## src/fib_defs.svh

```systemverilog
`ifndef FIB_DEFS_SVH
`define FIB_DEFS_SVH

// Full NDN name carried in every interest
`define FIB_NAME_BITS 64
`define FIB_NAME_BYTES 8

// Prefix length field, 0 means no route
`define FIB_LEN_BITS 6

// Bank index width, 1024 route bits per prefix length
`define FIB_HASH_BITS 10

// Credits granted by the SPI transmitter out of reset
`define FIB_SPI_CREDITS 4

`endif

```

## src/ndn_pkg.sv

```systemverilog
`include "fib_defs.svh"

package ndn_pkg;

    // Name as seen on the wire, first byte in the top bits
    typedef logic [`FIB_NAME_BITS-1:0] name_t;

    // Prefix length in bits
    typedef logic [`FIB_LEN_BITS-1:0] len_t;

    // Metadata byte of an interest
    // Flags on top, requested prefix length below
    typedef struct packed {
        logic [1:0] flags;
        len_t       len;
    } meta_t;

endpackage

```

## src/fib_pkg.sv

```systemverilog
`include "fib_defs.svh"

package fib_pkg;

    // Bit index inside one route bank
    typedef logic [`FIB_HASH_BITS-1:0] hash_t;

    // Interest receiver
    typedef enum logic {
        RX_IDLE,
        RX_NAME
    } rx_state_e;

    // Longest-prefix-match engine
    typedef enum logic [1:0] {
        LPM_IDLE,
        LPM_HASH,
        LPM_PROBE,
        LPM_DONE
    } lpm_state_e;

    // Segment of the outgoing 17-byte stream
    typedef enum logic [1:0] {
        SEG_META,
        SEG_NAME,
        SEG_MATCH
    } tx_seg_e;

endpackage

```

## src/fib_tx_if.sv

```systemverilog
`timescale 1ns/10ps
`include "fib_defs.svh"

interface fib_tx_if;

    // Result offer from the match engine
    logic          valid;
    logic          ready;
    ndn_pkg::meta_t meta;
    ndn_pkg::name_t name;
    // Masked name at the found length, zero on a miss
    ndn_pkg::name_t match;

    modport engine (output valid, output meta, output name, output match, input ready);

    modport tx (input valid, input meta, input name, input match, output ready);

endinterface

```

## src/fib_spi_tx.sv

```systemverilog
`timescale 1ns/10ps
`include "fib_defs.svh"

module fib_spi_tx (
    input  logic       clk,
    input  logic       rst,
    fib_tx_if.tx       rx,
    output logic       spi_tx_valid,
    output logic [7:0] spi_tx_data,
    input  logic       spi_credit
);

    localparam int CNT_BITS = $clog2(`FIB_NAME_BYTES);
    localparam logic [CNT_BITS-1:0] LAST_BYTE = CNT_BITS'(`FIB_NAME_BYTES - 1);
    localparam int CREDIT_BITS = $clog2(`FIB_SPI_CREDITS + 1) + 1;

    logic                   busy;
    fib_pkg::tx_seg_e       seg;
    logic [CNT_BITS-1:0]    byte_cnt;
    logic [CREDIT_BITS-1:0] credit_cnt;
    logic                   send;
    ndn_pkg::meta_t         meta_q;
    ndn_pkg::name_t         name_sr;
    ndn_pkg::name_t         match_sr;

    assign rx.ready = !busy;

    // A byte leaves only while credit remains
    assign send         = busy && credit_cnt != '0;
    assign spi_tx_valid = send;

    always_comb begin
        case (seg)
            fib_pkg::SEG_META: spi_tx_data = meta_q;
            fib_pkg::SEG_NAME: spi_tx_data = name_sr[`FIB_NAME_BITS-1 -: 8];
            default:           spi_tx_data = match_sr[`FIB_NAME_BITS-1 -: 8];
        endcase
    end

    always_ff @(posedge clk or posedge rst) begin
        if (rst) begin
            busy       <= 1'b0;
            seg        <= fib_pkg::SEG_META;
            byte_cnt   <= '0;
            credit_cnt <= CREDIT_BITS'(`FIB_SPI_CREDITS);
        end else begin
            // Returned credit and spent byte may coincide
            credit_cnt <= credit_cnt + CREDIT_BITS'(spi_credit) - CREDIT_BITS'(send);
            if (rx.valid && !busy) begin
                busy     <= 1'b1;
                seg      <= fib_pkg::SEG_META;
                byte_cnt <= '0;
            end else if (send) begin
                case (seg)
                    fib_pkg::SEG_META: begin
                        seg <= fib_pkg::SEG_NAME;
                    end
                    fib_pkg::SEG_NAME: begin
                        byte_cnt <= byte_cnt + 1'b1;
                        if (byte_cnt == LAST_BYTE) begin
                            seg <= fib_pkg::SEG_MATCH;
                        end
                    end
                    default: begin
                        byte_cnt <= byte_cnt + 1'b1;
                        // Last match byte frees the transmitter
                        if (byte_cnt == LAST_BYTE) begin
                            busy <= 1'b0;
                        end
                    end
                endcase
            end
        end
    end

    // Latch on accept, then shift out MSB first
    always_ff @(posedge clk) begin
        if (rx.valid && !busy) begin
            meta_q   <= rx.meta;
            name_sr  <= rx.name;
            match_sr <= rx.match;
        end else if (send && seg == fib_pkg::SEG_NAME) begin
            name_sr <= name_sr << 8;
        end else if (send && seg == fib_pkg::SEG_MATCH) begin
            match_sr <= match_sr << 8;
        end
    end

endmodule

```

## src/flat_wrapper.sv

```systemverilog
// flat-port wrapper written by rule: the top's interface ports become plain ports
module fib_spi_tx_flat 
  (clk, rst, spi_tx_valid, spi_tx_data, spi_credit, rx_valid, rx_meta, rx_name, rx_match, rx_ready);
  fib_tx_if rx_i ();
  input  logic clk;
  input  logic rst;
  output logic spi_tx_valid;
  output logic [7:0] spi_tx_data;
  input  logic spi_credit;
  input wire logic [$bits(rx_i.valid)-1:0] rx_valid;
  input wire logic [$bits(rx_i.meta)-1:0] rx_meta;
  input wire logic [$bits(rx_i.name)-1:0] rx_name;
  input wire logic [$bits(rx_i.match)-1:0] rx_match;
  output wire logic [$bits(rx_i.ready)-1:0] rx_ready;
  assign rx_i.valid = rx_valid;
  assign rx_i.meta = rx_meta;
  assign rx_i.name = rx_name;
  assign rx_i.match = rx_match;
  assign rx_ready = rx_i.ready;
  fib_spi_tx u_core (.clk(clk), .rst(rst), .rx(rx_i), .spi_tx_valid(spi_tx_valid), .spi_tx_data(spi_tx_data), .spi_credit(spi_credit));
endmodule
```

## config.mk

```make
export PLATFORM = sky130hd
export DESIGN_NAME = fib_spi_tx_flat
export DESIGN_NICKNAME = d
export VERILOG_FILES = /design/src/ndn_pkg.sv /design/src/fib_pkg.sv /design/src/fib_tx_if.sv /design/src/fib_spi_tx.sv /design/src/flat_wrapper.sv
export VERILOG_INCLUDE_DIRS = /design/src
export SDC_FILE = /design/constraint.sdc
export NUM_CORES = 1
export LEC_CHECK = 0
export BUFFER_PORTS_ARGS = -buffer_cell sky130_fd_sc_hd__buf_2
export CAP_MARGIN = 25
export CORE_ASPECT_RATIO = 0.7
export CORE_MARGIN = 5
export CORE_UTILIZATION = 35
export CTS_CLUSTER_SIZE = 12
export DETAILED_ROUTE_END_ITERATION = 7
export PLACE_DENSITY_LB_ADDON = 0.2
export SYNTH_ARGS = -nofsm -noshare
export SYNTH_HDL_FRONTEND = slang
export SYNTH_SLANG_ARGS = --single-unit
```

## constraint.sdc

```tcl
create_clock -name clk -period 10.4 [get_ports clk]
set_clock_uncertainty 0.1 [all_clocks]
set_input_delay 2.08 -clock clk [delete_from_list [all_inputs] [get_ports clk]]
set_output_delay 2.08 -clock clk [all_outputs]
set_load 0.1 [all_outputs]
```

* Word-level counts from Yosys, hierarchy flattened
Cells that the tools add are included.
** Cells by class
- Bitwise gates (word level) :: 0
- Divide/modulo/power cells :: 0
- Reduce and logical (&&, ||, !) cells :: 17
- Order comparisons :: 0
- Multiply operators :: 0
- Muxes and demuxes :: 17
- Equality and inequality tests :: 7
- Shift-type cells :: 0
- Add/subtract/negate cells :: 3
** Operators by type and width (number)
- $mux W64 :: 5
- $pmux W8 S2 :: 1
- $mux W3 :: 3
- $reduce_bool A2 Y1 :: 4
- $mux W2 :: 3
- $ne A2 B1 Y1 const B :: 3
- $reduce_and A3 Y1 :: 2
- $add A4 B1 Y4 :: 1
- $logic_and A1 B1 Y1 :: 4
- $mux W1 :: 4
- $pmux W2 S2 :: 1
- $reduce_and A2 Y1 :: 2
- $reduce_bool A4 Y1 :: 1
- $sub A4 B1 Y4 :: 1
- $add A3 B1 Y3 const B :: 1
- $eq A3 B3 Y1 const B :: 1
- $ne A3 B1 Y1 const B :: 1
- $reduce_bool A3 Y1 :: 1
- $eq A2 B1 Y1 const B :: 1
- $eq A2 B2 Y1 const B :: 1
- $logic_not A2 Y1 :: 1
- $reduce_or A2 Y1 :: 1
- $logic_not A1 Y1 :: 1
** Word-level totals
- Logic and storage cells :: 52
- Memories kept :: 0
- Bits in read-only memories :: 0
- Register bits after elaboration :: 146
- RAM bits :: 0
- Latch bits :: 0
- Bits of input ports :: 140

* Depth between registers and ports, before layout
Gate-level depths: netlist (run 1).
- Word-level depth :: 6
- Mapped depth :: 10
- Gate-level depth less buffers :: 10

* Worst setup path before layout (run 1)
OpenSTA, ideal clock, no wires.
- Path kind :: register to register
- Start point :: register u_core.busy
- End point :: register u_core.name_sr[0] (enable)
- Period minus slack after synthesis :: 8269 ps
- Stages on the path, launching flop included :: 3
- Required time :: 9639 ps
- Slack :: 2131 ps
- Arrival time :: 7508 ps
- Path through :: dfrtp_1 inv_1 o41ai_1
** On the way
- Word-level cells in the longest chain between the ends :: 3
- Elaborated cells on any way between the ends :: 5
- Classes of those cells :: 5 x reduce/logical
** Ends and longest elaborated chain
- start: declaration :: RTL line fib_spi_tx.sv:17 : logic busy;
- start signal: assignment :: RTL line fib_spi_tx.sv:42 : busy <= 1'b0;
- start signal: assignment :: RTL line fib_spi_tx.sv:50 : busy <= 1'b1;
- start signal: assignment :: RTL line fib_spi_tx.sv:68 : busy <= 1'b0;
- $logic_not A1 Y1
- named net rx_ready :: RTL line flat_wrapper.sv:14 : output wire logic [$bits(rx_i.ready)-1:0] rx_ready;
- $logic_and A1 B1 Y1 :: RTL line fib_spi_tx.sv:78 : if (rx.valid && !busy) begin
- $reduce_bool A2 Y1 (no line)
- end signal: assignment :: RTL line fib_spi_tx.sv:80 : name_sr <= rx.name;
- end signal: assignment :: RTL line fib_spi_tx.sv:83 : name_sr <= name_sr << 8;
- end: declaration :: RTL line fib_spi_tx.sv:23 : ndn_pkg::name_t name_sr;
The timed path passes the listed nets, and every way through them passes these cells.
A chain may end at the register's enable or synchronous reset.

* Worst setup path after layout (run 1)
- Start point :: register u_core.credit_cnt[2]
- End point :: output spi_tx_valid
** On the way
- Word-level cells in the longest chain between the ends :: 2
** Ends and longest elaborated chain
- start: declaration :: RTL line fib_spi_tx.sv:20 : logic [CREDIT_BITS-1:0] credit_cnt;
- start signal: assignment :: RTL line fib_spi_tx.sv:45 : credit_cnt <= CREDIT_BITS'(`FIB_SPI_CREDITS);
- start signal: assignment :: RTL line fib_spi_tx.sv:48 : credit_cnt <= credit_cnt + CREDIT_BITS'(spi_credit) - CREDIT_BITS'(send);
- $reduce_bool A4 Y1 :: RTL line fib_spi_tx.sv:29 : assign send = busy && credit_cnt != '0;
- $logic_and A1 B1 Y1 :: RTL line fib_spi_tx.sv:29
- end: declaration :: RTL line flat_wrapper.sv:7 : output logic spi_tx_valid;
No other way between the ends.

==> results of run 1 <==
worst min-delay path, cell delays in order, from the launching register on:
cell and delay, ns:
edfxtp_1 0.31, nand2_1 0.04, nand2_1 0.05
stage by stage:
step                      util, %  area [um^2]
after floorplan                 -         6390
after global placement       40.4         7270
after detailed placement     40.4         7270
after CTS                    43.4         7820
after global routing         43.5         7840
final                        43.5         7840
path summary, 6_finish.rpt:
check	end	start	depth (start not counted)
worst max-delay path	spi_tx_valid	u_core.credit_cnt[2]	5
worst min-delay path	u_core.name_sr[50]	u_core.name_sr[42]	2
worst max register to register	u_core.match_sr[3]	u_core.credit_cnt[2]	6
worst min register to register	u_core.name_sr[50]	u_core.name_sr[42]	2
max in group asynchronous	u_core.credit_cnt[2]	rst	2
min in group asynchronous	u_core.seg[0]	rst	2
registers in the layout, summed over array words and instances (netlist names):
register / count
u_core.name_sr: 64
u_core.meta_q: 8
u_core.byte_cnt: 3
u_core.credit_cnt: 4
u_core.seg: 2
u_core.busy: 1
u_core.match_sr: 64
Yosys cell counts, drive strengths merged:
library cell,number
a21o,1
a21oi,3
a31o,1
a31oi,1
and2,16
buf,23
clkbuf,7
dfrtp,9
dfstp,1
edfxtp,136
fa,1
ha,7
inv,12
mux2i,8
nand2,345
nand2b,1
nand3,3
nor2,2
nor3b,1
o211ai,1
o21a,1
o21ai,12
o311a,1
o31ai,2
o41ai,1
or3b,1
xnor2,1
xor2,1
power breakdown:
group / total (mW) / switching, mW / internal [mW] / leakage, nW
Clock: 0.570 / 0.224 / 0.346 / 0.263
Combinational: 0.761 / 0.555 / 0.205 / 1.91
Sequential: 1.09 / 0.0820 / 1.01 / 1.39
layout make-up:
type	instances	area [um^2]	share of cell area (%)
multi-input combinational	411	1810	23.1
sequential	146	4340	55.3
inverter	12	47.5	0.607
clock buffer	18	429	5.48
tap	236	295	3.77
timing repair buffer	154	796	10.2
clock inverter	14	121	1.55
kinds of logic (layout without fill, tap and decap cells):
family | after synthesis | after routing | synth area share [%]
mux | 8 | 8 | 1.25
flops | 146 | 146 | 67.8
simple gates | 369 | 369 | 22.6
compound gates | 24 | 24 | 2.29
buf+inv | 42 | 198 | 4.11
xor+xnor | 2 | 2 | 0.274
fa+ha+maj | 8 | 8 | 1.68
layer usage:
metal,vias up,track usage [%],routed length [um]
li1,2253,-,-
met4,0,5.54,217
met1,1994,18.3,6320
met2,130,19.9,6160
met3,15,3.87,930
met5,-,0,0
==> results.md, run 1 <==
- Status: finished clean
- Mapped cell area: 6390 um^2
- Crit path cell chain: inv_1, ha_1, nor3b_2, nor2_1, buf_2
- Max-slew violation count: 0
- Clk Latency, worst-skew pair: around 0.41 ns
- Reg-to-reg slack, setup: ~7.8 ns
- Core Rows: between 40 and 50
- Layout fillers: 1,734
- I/O Buffers: 149
- Non-filler cells, final: approximately 990
- Unique cell type count in the Yosys netlist: 31
- Layout cells sized above 1: 24.8%
- Total power: between 2 and 2.5 mW
- Num CTS Buffers: 17
- Number of global-route vias before repair: approximately 4,500
- Highest Clock Rate: 230 MHz
- Drt drc: 0
- Final ANT Viol Nets: 0
- I/O Pins: 150
- CTS tree: yes
- CP arrival: roughly 2.2 ns
- CP Launch Type: flip-flop
- Peak supply drop: 0.313 mV
- Via Count: approximately 4,400
- Die area: about 21,000 um^2
- Slowest stage delay, CP: approximately 0.5 ns
- Hold Vio Cnt, Final: 0
- Routed len/inst: approximately 14 um
- Placed insts: roughly 960
- Sink Count: ~150
- PwrDens: 309 nW/um^2
- Synth Warn #: 0
- Crit path required time: between 8 and 9 ns
- Die X: around 170 um
- Final period utilization: between 40% and 50%
- Synth area leader: edfxtp_1
- Static Leak: between 3 and 4 nW
- PnR worst setup slack: 6.05 ns
- Cts hold-fix bufs: 0
- Worst-Margin Slew: ~0.87 ns
- Yosys reg bits: ~150
- Max-slew headroom: a little over two fifths
- Antenna violations before repair: 0
- Die H: 123 um
- Top Family by Delay on Critical Path: buffers and inverters
- Pre-CTS setup slack: about 6.4 ns
- Critical path peak fanout: 7
- Sequential area share after synthesis: between 60% and 70%
- Most common cell after layout, fill and taps aside: nand2_1
- H-tree Lvls: 4
- First-pass GRT wire length: around 22 mm
- Hold slack: 0.410 ns
- Vias per cell: 4.43
- Area growth from synthesis to layout: 22.5%
- Top cells by area, synth: edfxtp_1 64%, nand2_1 20%, dfrtp_1 3.5%
- Clock buffer depth: 2
- Post-layout min period: 4.35 ns
- Largest net degree at the start of global routing: roughly 110
- Synth Net Count: approximately 750
- Iter 0 DRT Violations: around 280
- Drt first pass iters: 4
- Critical path buffers and inverters: 2
- Max Cap Viol: 0
- RSZ-0062 raised after global routing: false
- Final-report setup violation count: 0
- Post_cts resized: 0
- Root Buffer: clkbuf_16
- Share of the synthesized area in the top cell type: between 60% and 70%
- Avg Cell Area, Syn: 10.7 um^2
- Post-CTS Setup Bufs: 0
- Critical path class: flip-flop to output pin
- Most frequent cells in the layout: 345 x nand2_1, 149 x buf_2, 136 x edfxtp_1
- Antenna Cells: 0
- Setup_tns: 0 ns
- Worst-path clk slew: around 0.05 ns
- Initial core utilization: a little over a third
- Detail Placement HPWL: 9.18 mm
- Worst Setup End Kind: output pin
- Total GRT Usage: 13.3%
- CP max-delay cell: dfstp_2
- Instance count of the mapped netlist: about 600
- Core area: ~18,000 um^2
- Total congestion overflow: 0
- GP Congestion: just under 0.8
- NumNets Final: between 800 and 900
- Routed WL: roughly 14 mm
- Hold Crit Class: flip-flop to flip-flop
Note: power is estimated with default switching activity, not from simulation.
==> run 2: changes to the inputs <==
ABC_AREA = 1   (was default)
clock period = 4.4 ns   (was 10.4 ns; I/O delays follow)
==> run 2 against run 1 <==
- cell area is 0.85% higher
- clock power is 140% higher
- synthesized cell count is 6.7% higher
- non-clock buffer count stayed put
- power is 140% higher
- core utilization is 0.49 points higher
- sequential share of layout area is 0.46 points lower
- area after synthesis hardly changed
- count of clock-buffer cells in the layout stayed put
- critical path depth is 1 higher
- wire length is 0.93% higher
- worst setup slack worse by 4.8 ns
- critical path type unchanged
- largest cell class unchanged
==> results.md, run 2 <==
- Status: finished clean
- Most common cell in the netlist: nand2_1
- Cts hold-fix bufs: 0
- Avg Cell Area, Syn: 10.0 um^2
- R2R depth: 6
- Final-report setup violation count: 0
- Top cells by area, synth: edfxtp_1 64%, nand2_1 22%, dfrtp_1 3.5%
- I/O Pins: 150
- Final core utilization: 44.0%
- Die X: between 150 and 200 um
- Design area: 7900 um^2
- Worst setup path endpoint: spi_tx_valid
- Most common cell after layout, fill and taps aside: nand2_1
- Worst Setup End Kind: output pin
- Largest net degree at the start of global routing: 73
- Setup_tns: 0 ns
- PnR worst setup slack: ~1.2 ns
- Post-synth top flop: edfxtp_1
- Hold Vio Cnt, Final: 0
- Via Count: ~4,500
- Routed WL: approximately 14 mm
- Regs by FF count: u_core.match_sr x64, u_core.name_sr x64, u_core.meta_q x8
- Multi-input gate area: 1750 um^2
- PwrDens: around 750 nW/um^2
- Core Rows: roughly 40
- Critical path buffers and inverters: 3
- Root Buffer: clkbuf_16
- Mapped cell area: roughly 6400 um^2
- GP Congestion: between 0.7 and 0.8
- Drt first pass iters: 5
- RSZ-0062 raised after global routing: false
- Drt drc: 0
- Iter 0 DRT Violations: ~280
- Yosys reg bits: roughly 150
- Placed insts: between 1,000 and 1,500
- Max-slew violation count: 0
- Sequential area share after synthesis: between 60% and 70%
- Highest Clock Rate: ~310 MHz
- Total congestion overflow: 0
- Hold Crit Class: primary input to async pin
- Initial core utilization: a little over a third
- Antenna violations before repair: 2
- First-pass GRT wire length: around 22 mm
- CP max-delay cell: dfstp_2
- CP arrival: approximately 2.2 ns
- Top cells by count, synth: 376 x nand2_1, 136 x edfxtp_1, 34 x inv_1
- Layout cells sized above 1: 23.8%
- Crit. Startpoint: u_core.credit_cnt[2]
- Reg area: about 4300 um^2
- Sink Count: 146
- Worst-path clk slew: roughly 0.06 ns
- CTS tree: yes
- Critical path peak fanout: 5
- Instance count of the mapped netlist: approximately 640
- I/O Buffers: around 150
- Detail Placement HPWL: ~9.6 mm
- Die area: roughly 21,000 um^2
- CP Depth: 6
- Max-slew headroom: roughly two fifths
- Slowest stage delay, CP: 0.51 ns
- Total GRT Usage: 13.4%
- Unique cell type count in the Yosys netlist: 22
- Post-CTS Setup Bufs: 0
- Core area: between 15,000 and 20,000 um^2
- Share of the synthesized area in the top cell type: a little under two thirds
- Post-layout min period: about 3.2 ns
- Origin of the critical flop-to-flop path: u_core.credit_cnt[2]
- Area growth from synthesis to layout: 23.6%
- Post_cts resized: 0
- Layout fillers: ~1,800
- Ys async rst share: just under 7%
- Pre-CTS setup slack: between 1 and 1.5 ns
- NumNets Final: between 900 and 1,000
- Top Family by Delay on Critical Path: buffers and inverters
- Post-synth EDFFs: between 100 and 150
- Critical path class: flip-flop to output pin
- Die H: approximately 120 um
- Synth Net Count: between 700 and 800
- Vias per cell: approximately 4.4
- Clk Latency, worst-skew pair: ~0.42 ns
- Clock buffer depth: 2
- H-tree Lvls: 4
- Final ANT Viol Nets: 0
- Synth Warn #: 0
- Crit path cell chain: inv_1, ha_1, nand2_1, nand2_1, inv_1, buf_2
- Final period utilization: 72.8%
- R2r endpoint: u_core.match_sr[10]
- CP Launch Type: flip-flop
- Max Cap Viol: 0
- Synth area leader: edfxtp_1
- Static Leak: 3.68 nW
- Reg-to-reg slack, setup: 1.46 ns
- Num CTS Buffers: 17
- Routed len/inst: roughly 13 um
- Post-DP Area: roughly 7300 um^2
- Crit path required time: 3.42 ns
- Non-filler cells, final: ~1,000
- Peak supply drop: 0.534 mV
- Worst-Margin Slew: approximately 0.88 ns
- Number of global-route vias before repair: ~4,700
- Most frequent cells in the layout: 376 x nand2_1, 149 x buf_2, 136 x edfxtp_1
-- run 2: layout make-up --
class | instances | share of cell area (%)
clock buffer | 18 | 5.43
sequential | 146 | 54.9
multi-input combinational | 429 | 22.2
tap | 236 | 3.74
antenna | 1 | 0.0317
inverter | 37 | 1.79
clock inverter | 14 | 1.79
timing repair buffer | 154 | 10.2
-- run 2: logic make-up (layout without fill, tap and decap cells) --
group                      after synthesis  count (layout)  share of synthesized area [%]
adders and majority gates                8               8                           1.68
buffers and inverters                   64             223                           5.15
xor gates and xnor gates                 2               2                          0.274
DFF                                    146             146                           67.8
and+or+nand+nor                        415             415                           24.7
other                                    0               1                              0
AOI/OAI and AO/OA                        4               4                          0.333
-- run 2: layer usage --
layer	up-vias	track usage, %	share of wire (%)
met5	-	0	0.14
met4	4	4.60	1.4
met3	20	4.83	7.3
met2	112	20.7	46
met1	2072	17.6	46
li1	2331	-	-
-- run 2: report_power, final --
| group | internal (mW) | leakage, nW | switching, mW | total [mW] |
|---|---|---|---|---|
| combinational | 0.512 | 2.02 | 1.44 | 1.95 |
| sequential | 2.39 | 1.39 | 0.165 | 2.55 |
| clock | 0.829 | 0.261 | 0.563 | 1.39 |
-- run 2: how the worst min path moves through the flow --
| stage | start | to | slack (ns) |
|---|---|---|---|
| finish | rst | u_core.credit_cnt[0] | 0.35 |
| global route | rst | u_core.busy | 0.38 |
| CTS | rst | u_core.credit_cnt[1] | 0.34 |
| detailed placement | u_core.name_sr[53] | u_core.name_sr[61] | 0.40 |
| global placement | u_core.match_sr[37] | u_core.match_sr[45] | 0.40 |
| floorplan | u_core.match_sr[2] | u_core.match_sr[10] | 0.39 |
-- run 2: worst register-to-register path, cell delays in order (launching register included) --
cell and delay (ns):
dfstp_2 0.51, inv_1 0.06, ha_1 0.20, nand2_1 0.15
nand2_1 0.22, o21ai_4 0.75, buf_4 0.56
-- run 2: per-stage QoR --
stage	power [mW]	hold slack (ns)
2_1_floorplan	4.17	0.394
3_3_place_gp	4.49	0.399
3_5_place_dp	4.57	0.402
4_1_cts	5.97	0.342
5_1_grt	6.30	0.379
6_report	5.90	0.352
==> run 3: changes to the inputs <==
ABC_AREA = 0   (was 1)
clock period = 3.3 ns   (was 4.4 ns; I/O delays follow)
==> run 3 against run 2 <==
- wire length fell by 1.8%
- count of clock-buffer cells in the layout grew 6
- clock power is 50% higher
- cell count is 4.2% lower
- critical path depth fell by 1
- via count decreased by 3.5%
- worst setup slack worse by 0.70 ns
- core utilization grew 0.32 points
- worst hold slack got worse by 0.20 ns
- sequential share of layout area down 0.55 points
- critical path type unchanged
- power up 35%
==> results.md, run 3 (synthesis results as in run 1) <==
- Max Cap Viol: 0
- Largest net degree at the start of global routing: between 60 and 70
- Total congestion overflow: 0
- Crit path required time: 2.54 ns
- Vias per cell: 4.41
- Routed WL: ~14 mm
- Die H: approximately 120 um
- Post-DP Area: between 7000 and 8000 um^2
- Slowest stage delay, CP: 0.52 ns
- Final period utilization: 84.9%
- Total GRT Usage: between 10% and 20%
- GP Congestion: between 0.7 and 0.8
- Via Count: about 4,400
- Sequential power share: a little over two fifths
- R2r endpoint: u_core.credit_cnt[1]
- Critical path class: flip-flop to output pin
- Pre-CTS setup slack: around 0.82 ns
- R2R depth: 10
- Routed len/inst: 13.6 um
- Final ANT Viol Nets: 0
- Hold Vio Cnt, Final: 0
- Critical path peak fanout: 7
- Max-slew violation count: 0
- I/O Buffers: around 150
- Clock buffer depth: 2
- Most frequent cells in the layout: 345 x nand2_1, 149 x buf_2, 136 x edfxtp_1
- Switching share of power: 34.3%
- CP max-delay cell: dfstp_2
- Number of global-route vias before repair: between 4,000 and 5,000
- Final core utilization: between 40% and 50%
- Drt first pass iters: 4
- Area growth from synthesis to layout: 24.8%
- Placed insts: 960
- Highest Clock Rate: 357 MHz
- Layout cells sized above 1: 25.5%
- Sw Pwr: around 2.7 mW
- Regs by FF count: u_core.match_sr x64, u_core.name_sr x64, u_core.meta_q x8
- Root Buffer: clkbuf_16
- Final-report setup violation count: 0
- Clk Latency, worst-skew pair: around 0.41 ns
- Crit. Startpoint: u_core.credit_cnt[2]
- Clk network pwr share: between 20% and 30%
- Hold Crit Class: primary input to async pin
- Drt drc: 0
- Cts hold-fix bufs: 0
- Core area: between 15,000 and 20,000 um^2
- Crit path cell chain: inv_1, ha_1, nor3b_2, nor2_2, buf_2
- First-pass GRT wire length: approximately 21 mm
- Num CTS Buffers: 17
- Combinational share of power: between 30% and 40%
- Core Rows: between 40 and 50
- Static Leak: between 3 and 4 nW
- Die area: between 20,000 and 25,000 um^2
- CTS tree: yes
- H-tree Lvls: 4
- Status: finished clean
- Layout fillers: between 1,500 and 2,000
- RSZ-0062 raised after global routing: false
- PwrDens: around 1000 nW/um^2
- Total power: 7.97 mW
- Hold slack: about 0.15 ns
- Iter 0 DRT Violations: roughly 230
- Worst Setup End Kind: output pin
- Sink Count: about 150
- Design area: about 8000 um^2
- Internal: approximately 5.2 mW
- NumNets Final: 891
- Antenna violations before repair: 0
- Most common cell after layout, fill and taps aside: nand2_1
- Worst-path clk slew: ~0.06 ns
- Max-slew headroom: ~52%
- Worst setup path endpoint: spi_tx_valid
- Peak supply drop: 1.01 mV
- Reg-to-reg slack, setup: between 0.8 and 0.9 ns
- Worst-Margin Slew: a little over 0.7 ns
- Post-CTS Setup Bufs: 0
- PnR worst setup slack: about 0.50 ns
- Origin of the critical flop-to-flop path: u_core.credit_cnt[2]
- Setup_tns: 0 ns
- Detail Placement HPWL: approximately 9.4 mm
- I/O Pins: 150
- Post_cts resized: 0
- Initial core utilization: between 30 and 40%
- Antenna Cells: 0
- Die X: roughly 170 um
- CP arrival: approximately 2 ns
- Post-layout min period: about 2.8 ns
- Non-filler cells, final: between 900 and 1,000
- CP Launch Type: flip-flop
==> run 3: power groups by stage <==
stage          logic, mW  clock network, mW  registers [mW]
3_3_place_gp        2.46                  0            3.45
6_report            2.46               2.08            3.43
5_1_grt             2.78               2.22            3.50
2_1_floorplan       2.00                  0            3.39
3_5_place_dp        2.51                  0            3.47
4_1_cts             2.52               2.14            3.44
==> run 3: final cells by class <==
cell class,count,area (um^2),area share (%)
repair buffers,155,828,10.4
flip-flops and latches,146,4340,54.3
clock buffers,24,502,6.29
multi-input cells,411,1830,22.9
inverters,12,47.5,0.596
well taps,236,295,3.70
clock inverters,8,149,1.87
==> run 3: routing by layer <==
layer | vias up | global-route usage, % | part of all wire [%]
met5 | - | 0 | 0
met4 | 0 | 4.35 | 1.0
met3 | 8 | 4.44 | 6.4
met2 | 98 | 19.6 | 45
met1 | 2024 | 17.7 | 48
li1 | 2249 | - | -
==> run 3: worst max-delay path: cells and delay by family (launching register included) <==
family        cells  cell delay (ns)
fa+ha+maj         1             0.20
flops             1             0.52
simple gates      2             0.38
buf+inv           2             0.52
==> run 3: worst min-delay path by stage <==
stage / slack (ns) / cells after the start / endpoint
finish: 0.15 / 2 / u_core.credit_cnt[1]
global route: 0.17 / 2 / u_core.seg[1]
CTS: 0.14 / 2 / u_core.seg[1]
detailed placement: 0.40 / 1 / u_core.byte_cnt[0]
global placement: 0.40 / 2 / u_core.name_sr[41]
floorplan: 0.36 / 1 / u_core.byte_cnt[0]
